--- config.mk ---
export PLATFORM = sky130hd
export DESIGN_NAME = fetch_cache_top
export DESIGN_NICKNAME = d
export VERILOG_FILES = /design/src/icache_pkg.sv /design/src/axi_pkg.sv /design/src/fetch_cache_top.sv /design/src/inst_rom.sv /design/src/icache_ctrl.sv /design/src/icache_line_store.sv
export VERILOG_INCLUDE_DIRS = /design/src /design/src/src
export SDC_FILE = /design/constraint.sdc
export NUM_CORES = 1
export LEC_CHECK = 0
export BUFFER_PORTS_ARGS = -buffer_cell sky130_fd_sc_hd__buf_2
export CAP_MARGIN = 10
export CORE_ASPECT_RATIO = 1.5
export CORE_MARGIN = 5
export CORE_UTILIZATION = 58
export DETAILED_ROUTE_END_ITERATION = 8
export HOLD_SLACK_MARGIN = 0.15
export PLACE_DENSITY = 0.7
export SYNTH_ARGS = -nofsm -noshare
export SYNTH_HDL_FRONTEND = slang
export SYNTH_HIERARCHICAL = 1
export SYNTH_SLANG_ARGS = --single-unit
--- constraint.sdc ---
create_clock -name clk -period 7 [get_ports clk]
set_input_delay 0.7 -clock clk [delete_from_list [all_inputs] [get_ports clk]]
set_output_delay 0.7 -clock clk [all_outputs]
set_load 0.005 [all_outputs]
--- src/icache_consts.svh ---
`ifndef ICACHE_CONSTS_SVH
`define ICACHE_CONSTS_SVH

// bus widths
`define AXI_ADDR_WIDTH 32
`define AXI_DATA_WIDTH 32

// direct mapped, one word per line
`define ICACHE_OFFSET_BITS 2
`define ICACHE_INDEX_BITS 4
`define ICACHE_TAG_BITS (`AXI_ADDR_WIDTH - `ICACHE_INDEX_BITS - `ICACHE_OFFSET_BITS)
`define ICACHE_LINES (1 << `ICACHE_INDEX_BITS)

// instruction image
`define ROM_WORDS 32

// cycles from AR accept to rvalid
`define ROM_WAIT_CYCLES 3

`endif
--- src/rom.hex ---
// one 32-bit instruction word per line, word addresses 0 to 31
00000013
00500093
00a00113
002081b3
40208233
0030f2b3
0041e333
005243b3
00209413
0020d493
00100513
00b50023
00052583
fe050ee3
00158593
00c000ef
0ff00613
00361693
40365713
00d707b3
00f02223
00402803
01080863
fff88893
00088463
0140006f
00008067
30200073
10500073
0000100f
00000073
00100073

--- src/icache_pkg.sv ---
`default_nettype none

`include "icache_consts.svh"

package icache_pkg;

    typedef logic [`ICACHE_TAG_BITS-1:0]   icache_tag_t;
    typedef logic [`ICACHE_INDEX_BITS-1:0] icache_index_t;

    typedef struct packed {
        icache_tag_t                      tag;
        icache_index_t                    index;
        logic [`ICACHE_OFFSET_BITS-1:0]   offset; // byte in word, ignored
    } fetch_fields_t;

    // raw view goes on the bus, field view feeds the lookup
    typedef union packed {
        logic [`AXI_ADDR_WIDTH-1:0] raw;
        fetch_fields_t              fields;
    } fetch_addr_t;

endpackage

`default_nettype wire

--- src/axi_pkg.sv ---
`default_nettype none

package axi_pkg;

    // read response codes used on both ports
    typedef enum logic [1:0] {
        OKAY   = 2'b00,
        SLVERR = 2'b10
    } axi_resp_t;

endpackage

`default_nettype wire

--- src/fetch_cache_top.sv ---
`timescale 1ns/1ns
`default_nettype none

`include "icache_consts.svh"

module fetch_cache_top (
    input  logic                        clk,
    input  logic                        rst_n,

    input  logic [`AXI_ADDR_WIDTH-1:0]  core_araddr,
    input  logic                        core_arvalid,
    output logic                        core_arready,

    output logic [`AXI_DATA_WIDTH-1:0]  core_rdata,
    output axi_pkg::axi_resp_t          core_rresp,
    output logic                        core_rvalid,
    input  logic                        core_rready
);
    import axi_pkg::*;
    import icache_pkg::*;

    // cache to rom
    logic [`AXI_ADDR_WIDTH-1:0] mem_araddr;
    logic                       mem_arvalid;
    logic                       mem_arready;
    logic [`AXI_DATA_WIDTH-1:0] mem_rdata;
    axi_resp_t                  mem_rresp;
    logic                       mem_rvalid;
    logic                       mem_rready;

    // controller to line store
    fetch_addr_t                lookup_addr;
    logic                       fill_en;
    logic [`AXI_DATA_WIDTH-1:0] fill_data;
    logic                       hit;
    logic [`AXI_DATA_WIDTH-1:0] hit_data;

    icache_ctrl icache_ctrl_inst (
        .clk          (clk),
        .rst_n        (rst_n),
        .core_araddr  (core_araddr),
        .core_arvalid (core_arvalid),
        .core_arready (core_arready),
        .core_rdata   (core_rdata),
        .core_rresp   (core_rresp),
        .core_rvalid  (core_rvalid),
        .core_rready  (core_rready),
        .mem_araddr   (mem_araddr),
        .mem_arvalid  (mem_arvalid),
        .mem_arready  (mem_arready),
        .mem_rdata    (mem_rdata),
        .mem_rresp    (mem_rresp),
        .mem_rvalid   (mem_rvalid),
        .mem_rready   (mem_rready),
        .lookup_addr  (lookup_addr),
        .fill_en      (fill_en),
        .fill_data    (fill_data),
        .hit          (hit),
        .hit_data     (hit_data)
    );

    icache_line_store icache_line_store_inst (
        .clk         (clk),
        .rst_n       (rst_n),
        .lookup_addr (lookup_addr),
        .fill_en     (fill_en),
        .fill_data   (fill_data),
        .hit         (hit),
        .hit_data    (hit_data)
    );

    inst_rom inst_rom_inst (
        .clk         (clk),
        .rst_n       (rst_n),
        .mem_araddr  (mem_araddr),
        .mem_arvalid (mem_arvalid),
        .mem_arready (mem_arready),
        .mem_rdata   (mem_rdata),
        .mem_rresp   (mem_rresp),
        .mem_rvalid  (mem_rvalid),
        .mem_rready  (mem_rready)
    );

endmodule

`default_nettype wire

--- src/inst_rom.sv ---
`timescale 1ns/1ns
`default_nettype none

`include "icache_consts.svh"

module inst_rom (
    input  logic                        clk,
    input  logic                        rst_n,

    input  logic [`AXI_ADDR_WIDTH-1:0]  mem_araddr,
    input  logic                        mem_arvalid,
    output logic                        mem_arready,

    output logic [`AXI_DATA_WIDTH-1:0]  mem_rdata,
    output axi_pkg::axi_resp_t          mem_rresp,
    output logic                        mem_rvalid,
    input  logic                        mem_rready
);
    import axi_pkg::*;

    localparam int IDX_BITS = $clog2(`ROM_WORDS);
    localparam int CNT_BITS = $clog2(`ROM_WAIT_CYCLES + 1);

    localparam logic [1:0] R_IDLE = 2'd0;
    localparam logic [1:0] R_WAIT = 2'd1;
    localparam logic [1:0] R_RESP = 2'd2;

    logic [`AXI_DATA_WIDTH-1:0] rom [`ROM_WORDS];
    logic [1:0]                 state;
    logic [CNT_BITS-1:0]        cnt;
    logic [`AXI_ADDR_WIDTH-1:0] addr_q;
    logic                       in_range;

    initial $readmemh("/design/src/rom.hex", rom);

    // word address against image size, offset bits dropped
    assign in_range = (addr_q[`AXI_ADDR_WIDTH-1:2] < `ROM_WORDS);

    always_ff @(posedge clk) begin
        if (!rst_n) begin
            state       <= R_IDLE;
            mem_arready <= 1'b0;
            mem_rvalid  <= 1'b0;
        end else begin
            case (state)
                R_IDLE: begin
                    if (mem_arvalid && mem_arready) begin
                        addr_q      <= mem_araddr;
                        cnt         <= CNT_BITS'(`ROM_WAIT_CYCLES - 1);
                        mem_arready <= 1'b0;
                        state       <= R_WAIT;
                    end else if (mem_arvalid) begin
                        mem_arready <= 1'b1;  // accept one cycle later
                    end
                end
                R_WAIT: begin
                    if (cnt <= 1) begin
                        mem_rvalid <= 1'b1;
                        mem_rdata  <= in_range ? rom[addr_q[IDX_BITS+1:2]] : '0;
                        mem_rresp  <= in_range ? OKAY : SLVERR;
                        state      <= R_RESP;
                    end else begin
                        cnt <= cnt - 1'b1;
                    end
                end
                R_RESP: begin
                    if (mem_rready) begin
                        mem_rvalid <= 1'b0;
                        state      <= R_IDLE;
                    end
                end
                default: state <= R_IDLE;
            endcase
        end
    end

    // every response traces back to an AR handshake a fixed time earlier
    assert property (@(posedge clk) disable iff (!rst_n)
        $rose(mem_rvalid) |-> $past(mem_arvalid && mem_arready, `ROM_WAIT_CYCLES))
        else $error("rom rvalid without an accepted address");

endmodule

`default_nettype wire

--- src/icache_ctrl.sv ---
`timescale 1ns/1ns
`default_nettype none

`include "icache_consts.svh"

module icache_ctrl (
    input  logic                        clk,
    input  logic                        rst_n,

    // core side, AR
    input  logic [`AXI_ADDR_WIDTH-1:0]  core_araddr,
    input  logic                        core_arvalid,
    output logic                        core_arready,
    // core side, R
    output logic [`AXI_DATA_WIDTH-1:0]  core_rdata,
    output axi_pkg::axi_resp_t          core_rresp,
    output logic                        core_rvalid,
    input  logic                        core_rready,

    // memory side, AR
    output logic [`AXI_ADDR_WIDTH-1:0]  mem_araddr,
    output logic                        mem_arvalid,
    input  logic                        mem_arready,
    // memory side, R
    input  logic [`AXI_DATA_WIDTH-1:0]  mem_rdata,
    input  axi_pkg::axi_resp_t          mem_rresp,
    input  logic                        mem_rvalid,
    output logic                        mem_rready,

    // line store
    output icache_pkg::fetch_addr_t     lookup_addr,
    output logic                        fill_en,
    output logic [`AXI_DATA_WIDTH-1:0]  fill_data,
    input  logic                        hit,
    input  logic [`AXI_DATA_WIDTH-1:0]  hit_data
);
    import axi_pkg::*;

    localparam logic [1:0] S_IDLE   = 2'd0;
    localparam logic [1:0] S_LOOKUP = 2'd1;
    localparam logic [1:0] S_REFILL = 2'd2;
    localparam logic [1:0] S_RETURN = 2'd3;

    localparam logic [1:0] M_IDLE = 2'd0;
    localparam logic [1:0] M_ADDR = 2'd1;
    localparam logic [1:0] M_WAIT = 2'd2;

    logic [1:0]                 state;
    logic [1:0]                 mem_state;
    logic [`AXI_DATA_WIDTH-1:0] rdata_q;
    axi_resp_t                  rresp_q;
    logic                       r_done;
    logic                       refill_err;

    assign core_arready = (state == S_IDLE);
    assign core_rvalid  = (state == S_RETURN);
    assign core_rdata   = rdata_q;
    assign core_rresp   = rresp_q;
    assign mem_araddr   = lookup_addr.raw;

    assign r_done     = mem_rvalid && mem_rready;
    assign fill_en    = r_done && (mem_rresp == OKAY);
    assign refill_err = r_done && (mem_rresp != OKAY);  // never allocated
    assign fill_data  = mem_rdata;

    always_ff @(posedge clk) begin
        if (!rst_n) begin
            state <= S_IDLE;
        end else begin
            case (state)
                S_IDLE: if (core_arvalid) state <= S_LOOKUP;
                S_LOOKUP: state <= hit ? S_RETURN : S_REFILL;
                S_REFILL: if (hit || refill_err) state <= S_RETURN;
                S_RETURN: if (core_rready) state <= S_IDLE;
                default: state <= S_IDLE;
            endcase
        end
    end

    // request payload
    always_ff @(posedge clk) begin
        if (state == S_IDLE && core_arvalid) begin
            lookup_addr.raw <= core_araddr;
        end
        if ((state == S_LOOKUP || state == S_REFILL) && hit) begin
            rdata_q <= hit_data;
            rresp_q <= OKAY;
        end else if (state == S_REFILL && refill_err) begin
            rdata_q <= mem_rdata;
            rresp_q <= mem_rresp;
        end
    end

    // refill engine
    always_ff @(posedge clk) begin
        if (!rst_n) begin
            mem_state   <= M_IDLE;
            mem_arvalid <= 1'b0;
            mem_rready  <= 1'b0;
        end else begin
            case (mem_state)
                M_IDLE: begin
                    if (state == S_LOOKUP && !hit) begin
                        mem_arvalid <= 1'b1;
                        mem_state   <= M_ADDR;
                    end
                end
                M_ADDR: begin
                    if (mem_arready) begin
                        mem_arvalid <= 1'b0;
                        mem_rready  <= 1'b1;  // held high for the whole wait
                        mem_state   <= M_WAIT;
                    end
                end
                M_WAIT: begin
                    if (mem_rvalid) begin
                        mem_rready <= 1'b0;
                        mem_state  <= M_IDLE;
                    end
                end
                default: mem_state <= M_IDLE;
            endcase
        end
    end

    // refill engine quiet whenever a new request can be taken
    assert property (@(posedge clk) disable iff (!rst_n)
        core_arready |-> (mem_state == M_IDLE) && !mem_arvalid && !mem_rready)
        else $error("refill traffic while the cache is idle");

    assert property (@(posedge clk) disable iff (!rst_n)
        core_rvalid && !core_rready |=>
            core_rvalid && $stable(core_rdata) && $stable(core_rresp))
        else $error("core R channel changed under back-pressure");

    assert property (@(posedge clk) disable iff (!rst_n)
        mem_arvalid && !mem_arready |=> mem_arvalid && $stable(mem_araddr))
        else $error("mem arvalid dropped before handshake");

endmodule

`default_nettype wire

--- src/icache_line_store.sv ---
`timescale 1ns/1ns
`default_nettype none

`include "icache_consts.svh"

module icache_line_store (
    input  logic                        clk,
    input  logic                        rst_n,

    input  icache_pkg::fetch_addr_t     lookup_addr,
    input  logic                        fill_en,
    input  logic [`AXI_DATA_WIDTH-1:0]  fill_data,

    output logic                        hit,
    output logic [`AXI_DATA_WIDTH-1:0]  hit_data
);
    import icache_pkg::*;

    logic [`AXI_DATA_WIDTH-1:0] data_array [`ICACHE_LINES];
    icache_tag_t                tag_array  [`ICACHE_LINES];
    logic [`ICACHE_LINES-1:0]   valid_array;

    icache_index_t index;
    icache_tag_t   tag;

    assign index = lookup_addr.fields.index;
    assign tag   = lookup_addr.fields.tag;

    assign hit      = valid_array[index] && (tag_array[index] == tag);
    assign hit_data = data_array[index];

    always_ff @(posedge clk) begin
        if (!rst_n) begin
            valid_array <= '0;
        end else if (fill_en) begin
            valid_array[index] <= 1'b1;
        end
    end

    // data and tag go in with the valid bit, same edge
    always_ff @(posedge clk) begin
        if (fill_en) begin
            data_array[index] <= fill_data;
            tag_array[index]  <= tag;
        end
    end

    // controller holds the address through the fill, so the
    // recheck one cycle later has to see the new line
    assert property (@(posedge clk) disable iff (!rst_n)
        fill_en |=> hit)
        else $error("line fill not visible on recheck");

endmodule

`default_nettype wire

Word level (Yosys, flattened, before mapping)
Memories as Yosys holds them, arrays and structs flattened. A register that Yosys moved wholly into a read port is not among the register bits. Cells that the tools add are included.

Add/sub/neg operators: 1. $lt $le $gt $ge: 4. Eq/ne operators: 18. Multiplexer cells: 38. Bitwise logic cells: 1. Reductions and logical operators: 34.

Operators by type and width (number): 32-bit two-way mux (2); 30-bit by 6-bit < comparator with 1-bit output, second input constant (1); 26-bit == test (1); 2-bit two-way mux (12); 3-bit AND reduction (8); 16-bit bitwise OR (1); 2-bit by 1-bit != test with 1-bit output, second input constant (7); 2-bit nonzero test (7); 1-bit two-way mux (13); 2-bit case mux with 3 select lines (2); 1-bit logical AND (10); 2-bit == test, second input constant (4); 2-bit zero test (4); 4-bit two-way mux (2); 2-bit case mux with 4 select lines (1); 2-bit by 1-bit == test with 1-bit output, second input constant (3); 2-bit != test, second input constant (3); 1-bit case mux with 2 select lines (3); 4-bit by 5-bit < comparator with 1-bit output, second input constant (1); 1-bit binary-select mux with 4-bit select (1); 1-bit demux with 4-bit select (1); 4-bit by 1-bit >= comparator with 1-bit output, second input constant (1); 2-bit case mux with 2 select lines (1); 4-bit AND reduction (1); 5 further kinds (6).

Flip-flop bits (word level): 160. RAM bits: 928. Output and inout bits: 36. Memories kept: 2.

Memory list: icache_line_store_inst.data_array (depth 16, bits a word 32, read ports 1, clocked after memory_dff 1, write ports 1, line icache_line_store.sv:19) `` logic [`AXI_DATA_WIDTH-1:0] data_array [`ICACHE_LINES]; ``; icache_line_store_inst.tag_array (depth 16, bits a word 26, read ports 1, clocked after memory_dff 1, write ports 1, line icache_line_store.sv:20) `` icache_tag_t tag_array [`ICACHE_LINES]; ``.

Longest topological paths before layout
Depth after elaboration: 7. Depth in mapped cells: 14.

Cells and area by module
Netlist, hierarchy kept.

By module, submodules not included: icache_line_store (instances 1, cells an instance 1544, area an instance 36333.6 sq um); icache_ctrl (instances 1, cells an instance 217, area an instance 3251.9 sq um); inst_rom (instances 1, cells an instance 98, area an instance 1371.3 sq um).

Worst setup path after synthesis
No wires, ideal clock.

Path type: register to register. Start point: register icache_ctrl_inst/lookup_addr[2] in the netlist's numbering. End point: memory icache_line_store_inst/data_array[0][0] in the netlist's numbering, enable pin. Library setup time: 548 ps. Data arrival time: 5784 ps. Required time: 6452 ps. Path slack: 668 ps. Stages on the path, launching flop included: 8. Cells stage by stage: edfxtp_1 buf_6 buf_4 buf_4 buf_2 buf_4 or3b_2 nor3_1.

RTL lines: from (decl) (line icache_ctrl.sv:31) `output icache_pkg::fetch_addr_t lookup_addr,`; to (decl) (line icache_line_store.sv:19).

No word-level cell before the write port.

Worst setup path after layout
Start point: register icache_ctrl_inst/lookup_addr[2] in the netlist's numbering. End point: register icache_ctrl_inst.rdata_q[18] (netlist: icache_ctrl_inst/core_rdata[18]) (data pin).

Word-level cells in the longest chain between the ends: 5.

Ends and longest elaborated chain: 1-bit binary-select mux with 4-bit select (line icache_line_store.sv:29) `assign hit = valid_array[index] && (tag_array[index] == tag);`; 1-bit two-way mux (not written as such) (line icache_line_store.sv:29); 1-bit logical AND (line icache_line_store.sv:29); net hit (line fetch_cache_top.sv:35) `logic hit;`; 1-bit logical AND (line icache_ctrl.sv:85) `if ((state == S_LOOKUP || state == S_REFILL) && hit) begin`; 32-bit two-way mux (line icache_ctrl.sv:85); to (signal assigned) (line icache_ctrl.sv:86) `rdata_q <= hit_data;`; to (signal assigned) (line icache_ctrl.sv:89) `rdata_q <= mem_rdata;`; to (decl) (line icache_ctrl.sv:50) `` logic [`AXI_DATA_WIDTH-1:0] rdata_q; ``.

The timed path passes the listed nets, and every way through them passes these cells. The select of a mux whose other input is x is not followed. A chain may end at the register's enable or synchronous reset.

==> metrics.md <==
| Metric | Value |
|---|---|
| Arr. time, crit path | `5.57 ns` |
| CTS tree | `done` |
| Critical Path Sink Type | `register` |
| Final Hold Violating Endpoints | `0` |
| DRC viols | `0` |
| Min-Delay Startpoint | `core_araddr[6]` |
| Most common cell after layout, fill and taps aside | `edfxtp_1` |
| GRT Total Usage | `23.0%` |
| Switching share of power | `22.8%` |
| Cts repair resizes | `0` |
| Clock power frac | `36.1%` |
| Post-CTS Setup Inserts | `0` |
| Worst vdd ir | `202 µV` |
| Outcome | `completed` |
| Num CTS Buffers | `90` |
| Leak | `14.3 nW` |
| Gate Count Post-Synth | `1,850` |
| Max Buffers Root-to-Sink | `3` |
| Vias in the first global route | `19,700` |
| Min-Delay Path Class | `in -> reg` |
| Synth warnings | `6` |
| Max-Cap Viols | `0` |
| Average routed wire per standard cell | `29.2 µm` |
| Post-Route Utilization | `64.0%` |
| Filler instances | `4,627` |
| Most frequent cells in the layout | `edfxtp_1, mux4_2, clkbuf_16` |
| Core footprint | `0.0700 mm²` |
| NumNets Final | `1,975` |
| DR vias | `18,500` |
| Minimum clock period | `5.19 ns` |
| Port Buffers | `69` |
| Final Cycle Share | `74.1%` |
| Clock transition at path regs | `0.06 ns` |
| Layout cells sized above 1 | `28.6%` |
| Clock Skews | `0.0363 ns` |
| Root buf cell | `clkbuf_16` |
| Layout Area Growth over Synthesis | `9.59%` |
| Initial DRC Count | `1,969` |
| Slew @ Worst Pin | `1.07 ns` |
| Setup_tns | `0 ns` |
| Worst Path Required | `7.39 ns` |
| Power density cells | `300 mW/mm²` |
| Die area | `0.0759 mm²` |
| Setup violations, final | `0` |
| Fin cells | `2,914` |
| Final Hold Slack | `0.214 ns` |
| Sequential Power Share | `53.5%` |
| Clk sinks | `1,046` |
| Congestion Overflow GR | `0` |
| Die height | `335 µm` |
| Detailed placement HPWL | `44,900 µm` |
| Row count | `119` |
| R2r startpoint | `icache_ctrl_inst/lookup_addr[2]` |
| Cts hold-fix bufs | `0` |
| GP Congestion | `0.823` |
| Sw Pwr | `3.06 mW` |
| Antenna cells | `0` |
| Combinational power share | `10.4%` |
| Vias/cell | `6.33` |
| Die W | `227 µm` |
| DRT Pass-1 Iters | `5` |
| Fmax | `193 MHz` |
| Largest net degree at the start of global routing | `64` |
| Worst Path Max Fanout | `46` |
| Final design area excluding fillers | `0.0448 mm²` |
| Post-DRT Antenna Nets | `0` |
| CP Launch Type | `register` |
| Type of the worst setup path | `reg -> reg` |
| Max-slew violation count | `0` |
| Antenna violations before repair | `0` |
| Initial core utilization | `58.4%` |
| Ports | `72` |
| Syn avg cell area | `22.1 µm²` |
| P_int | `10.4 mW` |
| RSZ-0062 raised after global routing | `no` |
| First-pass GRT wire length | `127,000 µm` |
| Setup crit start | `icache_ctrl_inst/lookup_addr[2]` |
| Skew-Pair Late Insertion Delay | `0.66 ns` |
| Mapped Area | `0.0408 mm²` |
| Slew margin rel. | `28.5%` |
| Drt total wl | `85,200 µm` |
| Cell count after placement | `2,748` |
| H-Tree Level Count | `3` |
| DP Area | `0.0419 mm²` |
-- metrics by stage --
stage               setup slack [ns]  total power, mW
global route                    1.68             13.9
floorplan                      0.693             8.37
detailed placement              1.81             8.71
finish                          1.81             13.4
global placement                1.44             8.67
CTS                             1.78             13.5
-- path summary, 6_finish.rpt --
check	slack, ns	depth (start not counted)	endpoint
worst max register to register	1.81	11	icache_ctrl_inst/core_rdata[18]
worst max-delay path	1.81	11	icache_ctrl_inst/core_rdata[18]
worst min register to register	0.46	1	icache_line_store_inst/valid_array[14]
worst min-delay path	0.21	1	icache_ctrl_inst/lookup_addr[6]
-- state kept, by name, indices dropped and copies added (netlist names), 2 cells and up --
name / count
icache_line_store_inst/data_array: 512
icache_line_store_inst/tag_array: 416
icache_ctrl_inst/core_rdata: 32
icache_ctrl_inst/lookup_addr: 30
inst_rom_inst/addr_q: 25
icache_line_store_inst/valid_array: 16
icache_ctrl_inst/core_rresp: 2
icache_ctrl_inst/mem_state: 2
icache_ctrl_inst/state: 2
inst_rom_inst/cnt: 2
inst_rom_inst/state: 2
-- power by group through the flow --
stage	combinational [mW]	clock (mW)	sequential [mW]
3_5_place_dp	1.40	0	7.31
6_report	1.40	4.85	7.18
3_3_place_gp	1.37	0	7.30
5_1_grt	1.50	5.21	7.19
4_1_cts	1.40	4.95	7.18
2_1_floorplan	1.11	0	7.26
-- layout make-up --
class                           count  area (µm²)  area share (%)
Clock buffer                      107        2410            5.39
Inverter                           23        88.8           0.198
Timing Repair Buffer              127         791            1.77
Tap cell                          907        1130            2.54
Clock inverter                     59         448            1.00
Multi-Input combinational cell    645        8760            19.6
Sequential cell                  1046       31100            69.5
-- metal layers --
| layer | track usage [%] | vias to the layer above | routed length [µm] |
|---|---|---|---|
| met1 | 29.9 | 9874 | 32000 |
| met4 | 8.22 | 0 | 3020 |
| met2 | 40.4 | 635 | 45500 |
| met3 | 2.97 | 159 | 4610 |
| met5 | 0 | - | 0 |
| li1 | - | 7788 | - |
-- critical path, stage by stage, from the launching register on --
cell	delay, ns
edfxtp_1	1.04
buf_4	0.31
buf_4	0.67
mux4_2	0.61
mux2i_1	0.21
xor2_1	0.11
a31oi_1	0.52
nor4_2	0.07
buf_4	0.21
nand2_2	0.09
buf_4	0.53
mux2_2	0.44
(Power assumes the default switching activity.)
